**src/verilog/uart_pkg.sv**
```systemverilog
// Shared definitions for the RS232 communicator
// Bit timing, FIFO sizing, data types and FSM encodings

package uart_pkg;

	// Bit period in clk cycles
	typedef logic [8:0] baud_count_t;

	// 434 cycles per bit
	localparam baud_count_t BAUD_TICK_COUNT = 9'd434;
	// Mid-bit sample point
	localparam baud_count_t HALF_BAUD_TICK_COUNT = 9'd217;

	// Start + 8 data + stop
	localparam int FRAME_BITS = 10;

	// One data byte
	typedef logic [7:0] uart_data_t;

	// FIFO addressing, 16 entries
	localparam int FIFO_AW = 4;

	// Free space, 0 to 16 inclusive
	typedef logic [FIFO_AW:0] fifo_level_t;

	localparam fifo_level_t FIFO_DEPTH = fifo_level_t'(2 ** FIFO_AW);

	// Receive FIFO entry
	typedef struct packed {
		uart_data_t data;
		logic framing_err;
	} rx_word_t;

	// Transmit FSM
	typedef enum logic {
		TX_IDLE,
		TX_SHIFT
	} tx_state_t;

	// Receive FSM
	typedef enum logic [1:0] {
		RX_IDLE,
		RX_START,
		RX_DATA,
		RX_STOP
	} rx_state_t;

endpackage

```
**src/verilog/rs232_communicator.sv**
```systemverilog
// RS232 communicator top level
// Streaming transmit and receive ports to the board's serial pins

module rs232_communicator
	import uart_pkg::*;
(
	input  logic       clk,
	input  logic       rst_n,
	input  uart_data_t to_uart_data,
	input  logic       to_uart_valid,
	output logic       to_uart_ready,
	output uart_data_t from_uart_data,
	output logic       from_uart_error,
	output logic       from_uart_valid,
	input  logic       from_uart_ready,
	input  logic       uart_rxd,
	output logic       uart_txd
);

	fifo_level_t tx_space;
	rx_word_t    rx_word;

	// Accept while the transmit FIFO has room
	assign to_uart_ready = |tx_space;

	rs232_out_serializer u_serializer (
		.clk      (clk),
		.rst_n    (rst_n),
		.tx_data  (to_uart_data),
		.tx_push  (to_uart_valid && to_uart_ready),
		.tx_space (tx_space),
		.uart_txd (uart_txd)
	);

	// Pop on handshake, head holds otherwise
	rs232_in_deserializer u_deserializer (
		.clk      (clk),
		.rst_n    (rst_n),
		.uart_rxd (uart_rxd),
		.rx_pop   (from_uart_valid && from_uart_ready),
		.rx_word  (rx_word),
		.rx_avail (from_uart_valid)
	);

	// Error flag marks a bad stop bit
	assign from_uart_data  = rx_word.data;
	assign from_uart_error = rx_word.framing_err;

endmodule

```
**src/verilog/rs232_in_deserializer.sv**
```systemverilog
// RS232 receive path
// Line synchronizer, 8N1 receive FSM and receive FIFO
// Framing error stored alongside each byte

module rs232_in_deserializer
	import uart_pkg::*;
(
	input  logic     clk,
	input  logic     rst_n,
	input  logic     uart_rxd,
	input  logic     rx_pop,
	output rx_word_t rx_word,
	output logic     rx_avail
);

	// Synchronizer and edge detect flops
	logic rxd_meta;
	logic rxd_sync;
	logic rxd_prev;
	logic rxd_fall;

	rx_state_t  state;
	logic [2:0] bit_cnt;
	uart_data_t shreg;

	logic restart;
	logic bit_tick;
	logic half_tick;

	logic     push;
	logic     fifo_full;
	logic     fifo_empty;
	rx_word_t word_in;

	// Line idles high
	always_ff @(posedge clk) begin
		if (!rst_n) begin
			rxd_meta <= 1'b1;
			rxd_sync <= 1'b1;
			rxd_prev <= 1'b1;
		end else begin
			rxd_meta <= uart_rxd;
			rxd_sync <= rxd_meta;
			rxd_prev <= rxd_sync;
		end
	end

	assign rxd_fall = rxd_prev && !rxd_sync;

	// Align counter to the start edge, then to mid-bit
	// so every later bit_tick lands mid-bit
	assign restart = ((state == RX_IDLE) && rxd_fall) ||
			((state == RX_START) && half_tick);

	uart_baud_counter u_baud (
		.clk       (clk),
		.rst_n     (rst_n),
		.restart   (restart),
		.bit_tick  (bit_tick),
		.half_tick (half_tick)
	);

	always_ff @(posedge clk) begin
		if (!rst_n) begin
			state   <= RX_IDLE;
			bit_cnt <= '0;
		end else begin
			case (state)
				RX_IDLE: begin
					if (rxd_fall) begin
						state <= RX_START;
					end
				end
				RX_START: begin
					bit_cnt <= '0;
					// High again at mid-bit means a glitch
					if (half_tick) begin
						state <= rxd_sync ? RX_IDLE : RX_DATA;
					end
				end
				RX_DATA: begin
					if (bit_tick) begin
						bit_cnt <= bit_cnt + 1'b1;
						if (bit_cnt == 3'd7) begin
							state <= RX_STOP;
						end
					end
				end
				RX_STOP: begin
					if (bit_tick) begin
						state <= RX_IDLE;
					end
				end
				default: state <= RX_IDLE;
			endcase
		end
	end

	// LSB arrives first, shift in from the top
	always_ff @(posedge clk) begin
		if ((state == RX_DATA) && bit_tick) begin
			shreg <= {rxd_sync, shreg[7:1]};
		end
	end

	// Stop-bit sample, low stop is a framing error
	assign push                = (state == RX_STOP) && bit_tick;
	assign word_in.data        = shreg;
	assign word_in.framing_err = !rxd_sync;

	// Line cannot stall, word lost when full
	uart_sync_fifo #(
		.WIDTH ($bits(rx_word_t))
	) u_fifo (
		.clk     (clk),
		.rst_n   (rst_n),
		.wr_en   (push && !fifo_full),
		.wr_data (word_in),
		.rd_en   (rx_pop),
		.rd_data (rx_word),
		.empty   (fifo_empty),
		.full    (fifo_full),
		.space   ()
	);

	assign rx_avail = !fifo_empty;

endmodule

```
**src/verilog/rs232_out_serializer.sv**
```systemverilog
// RS232 transmit path
// Transmit FIFO, 10-bit frame shifter and transmit FSM
// Frames go out back to back while bytes are queued

module rs232_out_serializer
	import uart_pkg::*;
(
	input  logic        clk,
	input  logic        rst_n,
	input  uart_data_t  tx_data,
	input  logic        tx_push,
	output fifo_level_t tx_space,
	output logic        uart_txd
);

	tx_state_t state;

	// Stop, data, start; bit 0 is the line
	logic [FRAME_BITS-1:0] frame;
	logic [3:0]            bit_cnt;

	uart_data_t fifo_head;
	logic       fifo_empty;

	logic load;
	logic frame_done;
	logic bit_tick;

	// Tenth tick ends the stop bit
	assign frame_done = (state == TX_SHIFT) && bit_tick &&
			(bit_cnt == 4'(FRAME_BITS - 1));

	// Pop when idle or right at the end of a frame
	assign load = !fifo_empty && ((state == TX_IDLE) || frame_done);

	uart_sync_fifo #(
		.WIDTH ($bits(uart_data_t))
	) u_fifo (
		.clk     (clk),
		.rst_n   (rst_n),
		.wr_en   (tx_push),
		.wr_data (tx_data),
		.rd_en   (load),
		.rd_data (fifo_head),
		.empty   (fifo_empty),
		.full    (),
		.space   (tx_space)
	);

	// Only the bit period is needed here
	uart_baud_counter u_baud (
		.clk       (clk),
		.rst_n     (rst_n),
		.restart   (load),
		.bit_tick  (bit_tick),
		.half_tick ()
	);

	always_ff @(posedge clk) begin
		if (!rst_n) begin
			state   <= TX_IDLE;
			frame   <= '1;
			bit_cnt <= '0;
		end else if (load) begin
			// Start bit appears on the next cycle
			state   <= TX_SHIFT;
			frame   <= {1'b1, fifo_head, 1'b0};
			bit_cnt <= '0;
		end else if (frame_done) begin
			// Frame already shifted down to all ones
			state <= TX_IDLE;
		end else if ((state == TX_SHIFT) && bit_tick) begin
			frame   <= {1'b1, frame[FRAME_BITS-1:1]};
			bit_cnt <= bit_cnt + 1'b1;
		end
	end

	// Straight from a flop, high when idle
	assign uart_txd = frame[0];

endmodule

```
**src/verilog/uart_baud_counter.sv**
```systemverilog
// Bit-period counter for the RS232 communicator
// Restartable, flags the mid-bit and end-of-bit points

module uart_baud_counter
	import uart_pkg::*;
(
	input  logic clk,
	input  logic rst_n,
	input  logic restart,
	output logic bit_tick,
	output logic half_tick
);

	// Runs 1 .. BAUD_TICK_COUNT
	baud_count_t count;

	// End of the bit period
	assign bit_tick = (count == BAUD_TICK_COUNT);

	// Middle of the bit period
	assign half_tick = (count == HALF_BAUD_TICK_COUNT);

	always_ff @(posedge clk) begin
		if (!rst_n) begin
			count <= baud_count_t'(1);
		end else if (restart || bit_tick) begin
			// Reload, next cycle is the first of a new period
			count <= baud_count_t'(1);
		end else begin
			count <= count + 1'b1;
		end
	end

endmodule

```
**src/verilog/uart_sync_fifo.sv**
```systemverilog
// Show-ahead synchronous FIFO, 16 entries
// Head word always on rd_data
// Reports empty, full and free space

module uart_sync_fifo
	import uart_pkg::*;
#(
	parameter int WIDTH = 8
) (
	input  logic             clk,
	input  logic             rst_n,
	input  logic             wr_en,
	input  logic [WIDTH-1:0] wr_data,
	input  logic             rd_en,
	output logic [WIDTH-1:0] rd_data,
	output logic             empty,
	output logic             full,
	output fifo_level_t      space
);

	// Storage array
	logic [WIDTH-1:0] mem [FIFO_DEPTH];

	logic [FIFO_AW-1:0] wr_ptr;
	logic [FIFO_AW-1:0] rd_ptr;

	// Occupied entries
	fifo_level_t count;

	logic do_wr;
	logic do_rd;

	// Drop writes when full, reads when empty
	assign do_wr = wr_en && !full;
	assign do_rd = rd_en && !empty;

	assign empty = (count == '0);
	assign full  = (count == FIFO_DEPTH);
	assign space = FIFO_DEPTH - count;

	// Head of queue
	assign rd_data = mem[rd_ptr];

	always_ff @(posedge clk) begin
		if (do_wr) begin
			mem[wr_ptr] <= wr_data;
		end
	end

	always_ff @(posedge clk) begin
		if (!rst_n) begin
			wr_ptr <= '0;
			rd_ptr <= '0;
			count  <= '0;
		end else begin
			// Pointers wrap naturally
			if (do_wr) begin
				wr_ptr <= wr_ptr + 1'b1;
			end
			if (do_rd) begin
				rd_ptr <= rd_ptr + 1'b1;
			end
			// Read and write together leave count alone
			if (do_wr && !do_rd) begin
				count <= count + 1'b1;
			end else if (do_rd && !do_wr) begin
				count <= count - 1'b1;
			end
		end
	end

endmodule
```
**config.mk**
```make
export PLATFORM = sky130hd
export DESIGN_NAME = rs232_communicator
export DESIGN_NICKNAME = d
export VERILOG_FILES = /design/src/verilog/uart_pkg.sv /design/src/verilog/rs232_communicator.sv /design/src/verilog/rs232_in_deserializer.sv /design/src/verilog/rs232_out_serializer.sv /design/src/verilog/uart_baud_counter.sv /design/src/verilog/uart_sync_fifo.sv
export SDC_FILE = /design/constraint.sdc
export NUM_CORES = 1
export LEC_CHECK = 0
export ABC_AREA = 1
export BUFFER_PORTS_ARGS = -buffer_cell sky130_fd_sc_hd__buf_4
export CAP_MARGIN = 20
export CORE_MARGIN = 2
export CORE_UTILIZATION = 28
export DETAILED_ROUTE_END_ITERATION = 8
export PLACE_DENSITY = 0.45
export SYNTH_ARGS = -nofsm -noshare
export SYNTH_HDL_FRONTEND = slang
export SYNTH_SLANG_ARGS = --single-unit
```
**constraint.sdc**
```tcl
create_clock -name clk -period 2.6 [get_ports clk]
set_input_delay 0.13 -clock clk [delete_from_list [all_inputs] [get_ports clk]]
set_output_delay 0.13 -clock clk [all_outputs]
set_load 0.005 [all_outputs]
```
==> results of run 1 <==
## worst paths after layout
path | start | end
setup reg to reg | u_serializer.u_fifo.count[3] | u_serializer.u_fifo.count[4]
setup / recovery | u_serializer.u_fifo.count[3] | u_serializer.u_fifo.count[4]
hold reg to reg | u_deserializer.rxd_meta | u_deserializer.rxd_sync
hold / removal | from_uart_ready | register
## metrics by stage
step	power, mW	hold WS [ns]	area [sq um]
floorplan	9.468	0.2129	14770
global placement	11.01	0.3305	16050
detailed placement	11.06	0.3312	16050
CTS	16.59	0.003409	17390
global route	17.42	0.02274	17440
finish	16.41	0.01888	17440
## layer usage
layer / global-route usage (%) / share of wire, %
met1: 18.45 / 49
met2: 20.68 / 45
met3: 2.161 / 3.7
met4: 3.975 / 2.2
met5: 0 / 0
## critical path, delay by kind of cell (launching register included)
family,cells,cell delay [ns]
compound gates,2,0.20
fa+ha+maj,3,0.79
buf+inv,2,0.16
flops,1,0.35
simple gates,7,0.81
## flip-flops by register name (all words and copies together), names as in the netlist, 3 cells and up, named ones only
register,count
u_serializer.u_fifo.mem,128
u_deserializer.u_fifo.count,5
u_deserializer.shreg,8
u_serializer.frame,9
u_deserializer.u_fifo.mem,144
u_deserializer.bit_cnt,3
u_deserializer.u_baud.count,9
u_serializer.bit_cnt,4
u_serializer.u_fifo.wr_ptr,4
u_serializer.u_fifo.count,5
u_serializer.u_fifo.rd_ptr,4
u_serializer.u_baud.count,9
u_deserializer.u_fifo.wr_ptr,4
u_deserializer.u_fifo.rd_ptr,4
## power groups by stage
stage          Clock (mW)  Combinational [mW]  Sequential [mW]
4_1_cts              5.60                4.30             6.68
2_1_floorplan           0                2.79             6.68
6_report             5.43                4.29             6.69
5_1_grt              5.82                4.86             6.73
3_3_place_gp            0                4.23             6.79
3_5_place_dp            0                4.26             6.79
## cell families (layout without fill, tap and decap cells)
family | Yosys count | count (layout)
AO/OA/AOI/OAI | 207 | 207
XOR/XNOR | 22 | 22
adder cells (fa/ha/maj) | 31 | 31
buffers and inverters | 129 | 233
flip-flops | 354 | 354
AND/OR/NAND/NOR | 634 | 634
## layout by cell type (no fill, tap or decap), drive strengths merged
| cell | netlist | layout |
|---|---|---|
| a21oi | 43 | 43 |
| a31oi | 1 | 1 |
| a41oi | 1 | 1 |
| buf | 23 | 85 |
| bufinv | 0 | 3 |
| clkbuf | 37 | 50 |
| clkinv | 1 | 16 |
| dfxtp | 74 | 74 |
| dlygate4sd3 | 0 | 10 |
| edfxtp | 280 | 280 |
| fa | 2 | 2 |
| ha | 29 | 29 |
| inv | 68 | 69 |
| nand2 | 262 | 262 |
| nand3 | 98 | 98 |
| nand4 | 5 | 5 |
| nor2 | 253 | 253 |
| nor3 | 7 | 7 |
| nor3b | 1 | 1 |
| nor4 | 1 | 1 |
| o211ai | 38 | 38 |
| o21ai | 124 | 124 |
| or2 | 7 | 7 |
| xnor2 | 5 | 5 |
| xor2 | 17 | 17 |
## final cells by class
class | instances | share of cell area [%]
Clock buffer | 50 | 6.069
Clock inverter | 19 | 0.9971
Inverter | 69 | 1.499
Multi-Input combinational cell | 894 | 25.24
Sequential cell | 354 | 56.74
Tap cell | 688 | 4.935
Timing Repair Buffer | 95 | 4.519
## timing repair
action                                 4_1_cts  5_1_grt
hold buffers                                10        0
pin swaps                                    0        5
setup buffers                                0        1
resized for setup                            1       13
setup endpoints to repair                    2        8
endpoints found under the hold margin      151        0
==> results.txt, run 1 <==
GR Overflow Total: 0
Routed len/inst: 16.38 um
Sequential Area: 0.009897 sq mm
Worst clock skew: 0.02004 ns
Synth Area in Compound Gates: 7.773%
DP Wirelength: 21,710 um
Final Util: 33.32%
Cells on worst reg2reg path: 14
Vias/cell: 4.508
Vias in the first global route: 9,349
Post-Synth Simple-Gate Area: 17.66%
Sequential Power Share: 40.8%
Critical path class: register to register
Clk sinks: 354
Antenna violations before repair: 0
Layout overhead on the synthesized area: 18.17%
DIE HEIGHT: 233.6 um
Post-Synth Adder-Cell Area: 2.730%
Initial Util: 28.20%
Antenna-violating nets left: 0
Clock Pin Slew Worst Setup and Hold Paths: 0.06 ns
Final period util: 92.78%
Power density cells: 941.1 mW/mm^2
Final worst slack: 0.1877 ns
Clk Latency, worst-skew pair: 0.56 ns
Vias: 9,778
Placement Setup Slack: -0.02270 ns
Crit path launch type: register
Post-Syn Area: 0.01476 sq mm
Cells after synthesis: 1,377
Slew margin rel.: 48.67%
Die Footprint: 0.05457 sq mm
Placer congestion estimate: 0.7802
Comb power frac: 26.1%
EDFF count, synth: 280
Share of cells above drive strength 1: 11.68%
First-pass GRT wire length: 54,770 um
Clock Root Buffer: clkbuf_16
CTS tree: built
Drt first pass iters: 5
Critical path cell sequence: nor4_4, ha_1, nand4_1, nand3_2, inv_2, ha_1, inv_2, fa_2, nand3_1, nand2_1, a21oi_1, o21ai_1, nor2_1, nor2_1
Mux cell area share after synthesis: 0%
Share of the synthesized area in the top cell type: 56.96%
Non-Filler Instances: 2,169
Nets: 1,498
ANT cells: 0
Core Box Area: 0.05234 sq mm
CP max stage delay: 0.36 ns
Crit path required time: 3.05 ns
CTS Buf Count: 40
Hold Crit Class: input pin to register
Fin crit period: 2.412 ns
Count of final max-slew check failures: 0
FMAX: 414.6 MHz
Clk pwr share: 33.1%
Placed cells: 2,089
Max Cap Violations: 0
Pleak: 6.284 nW
Worst path slowest cell: fa_2
Most instantiated cells after synthesis: edfxtp_1 (280), nand2_1 (254), nor2_1 (250)
Unique cell type count in the Yosys netlist: 34
Pint: 11.12 mW
Multi-input gate area: 0.004402 sq mm
Sw Ratio: 32.25%
Max clock buf depth: 3
Critical Path Fanout Max: 6
Final Hold Vio Count: 0
VDD IR-drop max: 0.0005312 V
Unrepaired setup endpoints after global routing: true
Status: completed
Ranking of synthesized cells by area: edfxtp_1 (57%), dfxtp_1 (10%), nand2_1 (6.5%)
IO Port Bufs: 24
Crit path DAT: 2.86 ns
H-tree Lvls: 2
GR Util All Layers: 13.12%
Main synth FF type: edfxtp_1
Final setup fails: 0
Synth Net Count: 1,421
Top-count cell post-synth: edfxtp_1
Largest family of logic cells by synthesized area: simple AND/OR/NAND/NOR gates
Initial DRC Count: 624
Reg2reg setup slack: 0.19 ns
Leading area contributor after synthesis: edfxtp_1
Async S/R FF share, synth: 0%
Syn_area_per_cell: 10.72 sq um
Transition time of the tightest slew-check pin: 0.7700 ns
Hold Crit Depth: 4
# IOs: 25
Cell row count: 84
Die X: 233.6 um
DRC violation count after routing: 0
CP endpoint kind: register
Switching power: 5.293 mW
YS warnings: 0
Drt total wl: 35,540 um
Post-synthesis sequential area ratio: 67.00%
Largest net degree at the start of global routing: 73
Xor and xnor fraction of the mapped netlist area: 1.305%
Fillers: 5,338
Final setup TNS: 0 ns
FF+latch count, synth: 354
Note: power is estimated with default switching activity, not from simulation.
==> run 2, diff against run 1 <==
--- a/config.mk
+++ b/config.mk
@@ -8,10 +8,12 @@
 export ABC_AREA = 1
 export BUFFER_PORTS_ARGS = -buffer_cell sky130_fd_sc_hd__buf_4
 export CAP_MARGIN = 20
+export CELL_PAD_IN_SITES_DETAIL_PLACEMENT = 1
+export CELL_PAD_IN_SITES_GLOBAL_PLACEMENT = 1
 export CORE_MARGIN = 2
 export CORE_UTILIZATION = 28
 export DETAILED_ROUTE_END_ITERATION = 8
-export PLACE_DENSITY = 0.45
+export PLACE_DENSITY = 0.53
 export SYNTH_ARGS = -nofsm -noshare
 export SYNTH_HDL_FRONTEND = slang
 export SYNTH_SLANG_ARGS = --single-unit
==> run 2 against run 1 <==
Utilization grew 0.24 points. Sequential power is essentially flat. Setup slack gained 0.021 ns. Total power grew 1.4%. Highest routed layer unchanged.
==> results.txt, run 2 (synthesis results as in run 1) <==
Initial DRC Count: 449 (-28%)
Drt total wl: 38,390 um (+8.0%)
CTS Buf Count: 42 (+5.0%)
CTS tree: built
IO Port Bufs: 24 (unchanged)
VDD IR-drop max: 0.0004195 V (-21%)
Power density cells: 947.1 mW/mm^2 (+0.64%)
Fillers: 5,848 (+9.6%)
Commonest cells after routing, fill and taps aside: edfxtp_1 (280), nand2_1 (254), nor2_1 (250), o21ai_0 (120), nand3_1 (96)
Final period util: 91.96% (-0.82 points)
Sw Ratio: 32.26% (about the same)
DP Wirelength: 23,540 um (+8.4%)
GR Util All Layers: 14.39% (+1.3 points)
Fin crit period: 2.391 ns (-0.02142 ns)
Initial Util: 28.20% (unchanged)
Routed len/inst: 17.63 um (+7.6%)
GR Overflow Total: 0 (unchanged)
Clock Root Buffer: clkbuf_16
Placed cells: 2,091 (+0.096%)
Max reg flops: 144 (unchanged)
Placer congestion estimate: 0.7339 (-5.9%)
Core Box Area: 0.05234 sq mm (unchanged)
Slew margin rel.: 51.05% (+2.4 points)
Antenna-violating nets left: 0 (unchanged)
Worst path slowest cell: dfxtp_2
DIE HEIGHT: 233.6 um (unchanged)
Critical path cell sequence: nor4_4, ha_1, nand4_1, nand3_2, inv_2, ha_4, inv_4, fa_2, nand3_1, nand2_1, a21oi_1, o21ai_1, nor2_1, nor2_1
Comb power frac: 26.4% (+0.3 points)
Die X: 233.6 um (unchanged)
Most common cell after layout, fill and taps aside: edfxtp_1
R2R Path Start: u_serializer.u_fifo.count[3]
Switching power: 5.367 mW (+1.4%)
# IOs: 25 (unchanged)
Clock Pin Slew Worst Setup and Hold Paths: 0.05 ns (about the same)
Final Util: 33.56% (+0.24 points)
Largest net degree at the start of global routing: 73 (unchanged)
Vias/cell: 4.575 (+1.5%)
Status: completed
Worst setup startpoint: u_serializer.u_fifo.count[3]
ANT cells: 0 (unchanged)
Register with the most flip-flops: u_deserializer.u_fifo.mem
Vias in the first global route: 10,574 (+13%)
Transition time of the tightest slew-check pin: 0.7342 ns (-0.03576 ns)
Hold Crit Class: input pin to register
Max Cap Violations: 0 (unchanged)
Tot Pwr: 16.64 mW (+1.4%)
Non-Filler Instances: 2,178 (+0.41%)
Final setup fails: 0 (unchanged)
Worst clock skew: 0.01489 ns (-0.005152 ns)
Clk pwr share: 33.6% (+0.5 points)
Antenna violations before repair: 0 (unchanged)
Max clock buf depth: 3 (unchanged)
Delay-heaviest family, CP: simple AND/OR/NAND/NOR gates
Share of cells above drive strength 1: 12.42% (+0.73 points)
Critical Path Fanout Max: 6 (unchanged)
Most frequent CP cell: nor2_1
Count of final max-slew check failures: 0 (unchanged)
Critical path class: register to register
Clk sinks: 354 (unchanged)
DRC violation count after routing: 0 (unchanged)
Multi-input gate area: 0.004436 sq mm (+0.77%)
Vias: 9,964 (+1.9%)
Nets: 1,503 (+0.33%)
Pint: 11.27 mW (+1.4%)
Sequential Area: 0.009898 sq mm (about the same)
Die Footprint: 0.05457 sq mm (unchanged)
Crit path required time: 3.05 ns (about the same)
Final Hold Vio Count: 0 (unchanged)
Sequential Power Share: 40.1% (-0.7 points)
Pleak: 6.317 nW (+0.53%)
Drt first pass iters: 4 (-1)
Hold Startpoint: to_uart_valid
H-tree Lvls: 2 (unchanged)
First-pass GRT wire length: 60,670 um (+11%)
Final setup TNS: 0 ns (unchanged)
Clk Latency, worst-skew pair: 0.56 ns (about the same)
CP endpoint kind: register
Hold Slack: 0.01930 ns (+0.0004244 ns)
Crit path launch type: register
Largest regs: u_deserializer.u_fifo.mem (144), u_serializer.u_fifo.mem (128)
FMAX: 418.3 MHz (+0.90%)
Cell row count: 84 (unchanged)
CP max stage delay: 0.35 ns (about the same)
Layout overhead on the synthesized area: 19.01%
Critical path buffers and inverters: 2 (unchanged)
Crit path DAT: 2.84 ns (-0.02 ns)
run 2: cell count changes in the layout (fill, tap and decap cells not counted), sizes merged:
cell	previous run	this run
clkinvlp	0	1
buf	85	88
clkinv	16	20
inv	69	68
clkbuf	50	53
bufinv	3	2
run 2: layer usage:
metal	share of wire, %	GRT usage [%]	vias up
met4	2.1	4.173	0
met1	45	18.35	4893
met2	49	25.13	132
met5	0	0	-
li1	-	-	4888
met3	3.5	2.197	51
run 2: tightest hold or removal path: stages:
cell and delay (ns):
buf_4 0.12, nand3_2 0.08, buf_4 0.13, a21oi_1 0.06
run 2: final timing paths:
kind	slack [ns]	to	cells after the start
min reg2reg	0.43	u_deserializer.rxd_sync	1
min	0.02	u_serializer.u_fifo.wr_ptr[1]	4
max	0.21	u_serializer.u_fifo.count[4]	14
max reg2reg	0.21	u_serializer.u_fifo.count[4]	14
run 2: layout make-up:
type,count,area share (%)
Timing Repair Buffer,98,4.615
Inverter,69,1.489
Clock buffer,53,6.453
Multi-Input combinational cell,894,25.25
Clock inverter,22,0.9473
Sequential cell,354,56.35
Tap cell,688,4.900
run 2: metrics by stage:
step / area [sq um] / worst slack, ns
after floorplan: 14770 / 0.008899
after global placement: 16060 / -0.0005718
after detailed placement: 16060 / -0.07284
after CTS: 17480 / -0.001441
after global routing: 17570 / -0.004587
final: 17570 / 0.2092
run 2: repair_timing:
item	CTS	global route
gates resized for setup	3	20
pin swaps	0	7
cloned	0	0
hold endpoints to repair	149	0
setup buffers	0	2
endpoints found under the setup margin	3	6
hold buffers	10	0
run 2: power by group through the flow:
stage	Clock, mW	Sequential, mW	Combinational [mW]
after floorplan	0	6.68	2.79
after global placement	0	6.75	4.29
after detailed placement	0	6.76	4.35
after CTS	5.76	6.66	4.39
after global routing	5.96	6.71	5.05
final	5.59	6.67	4.39
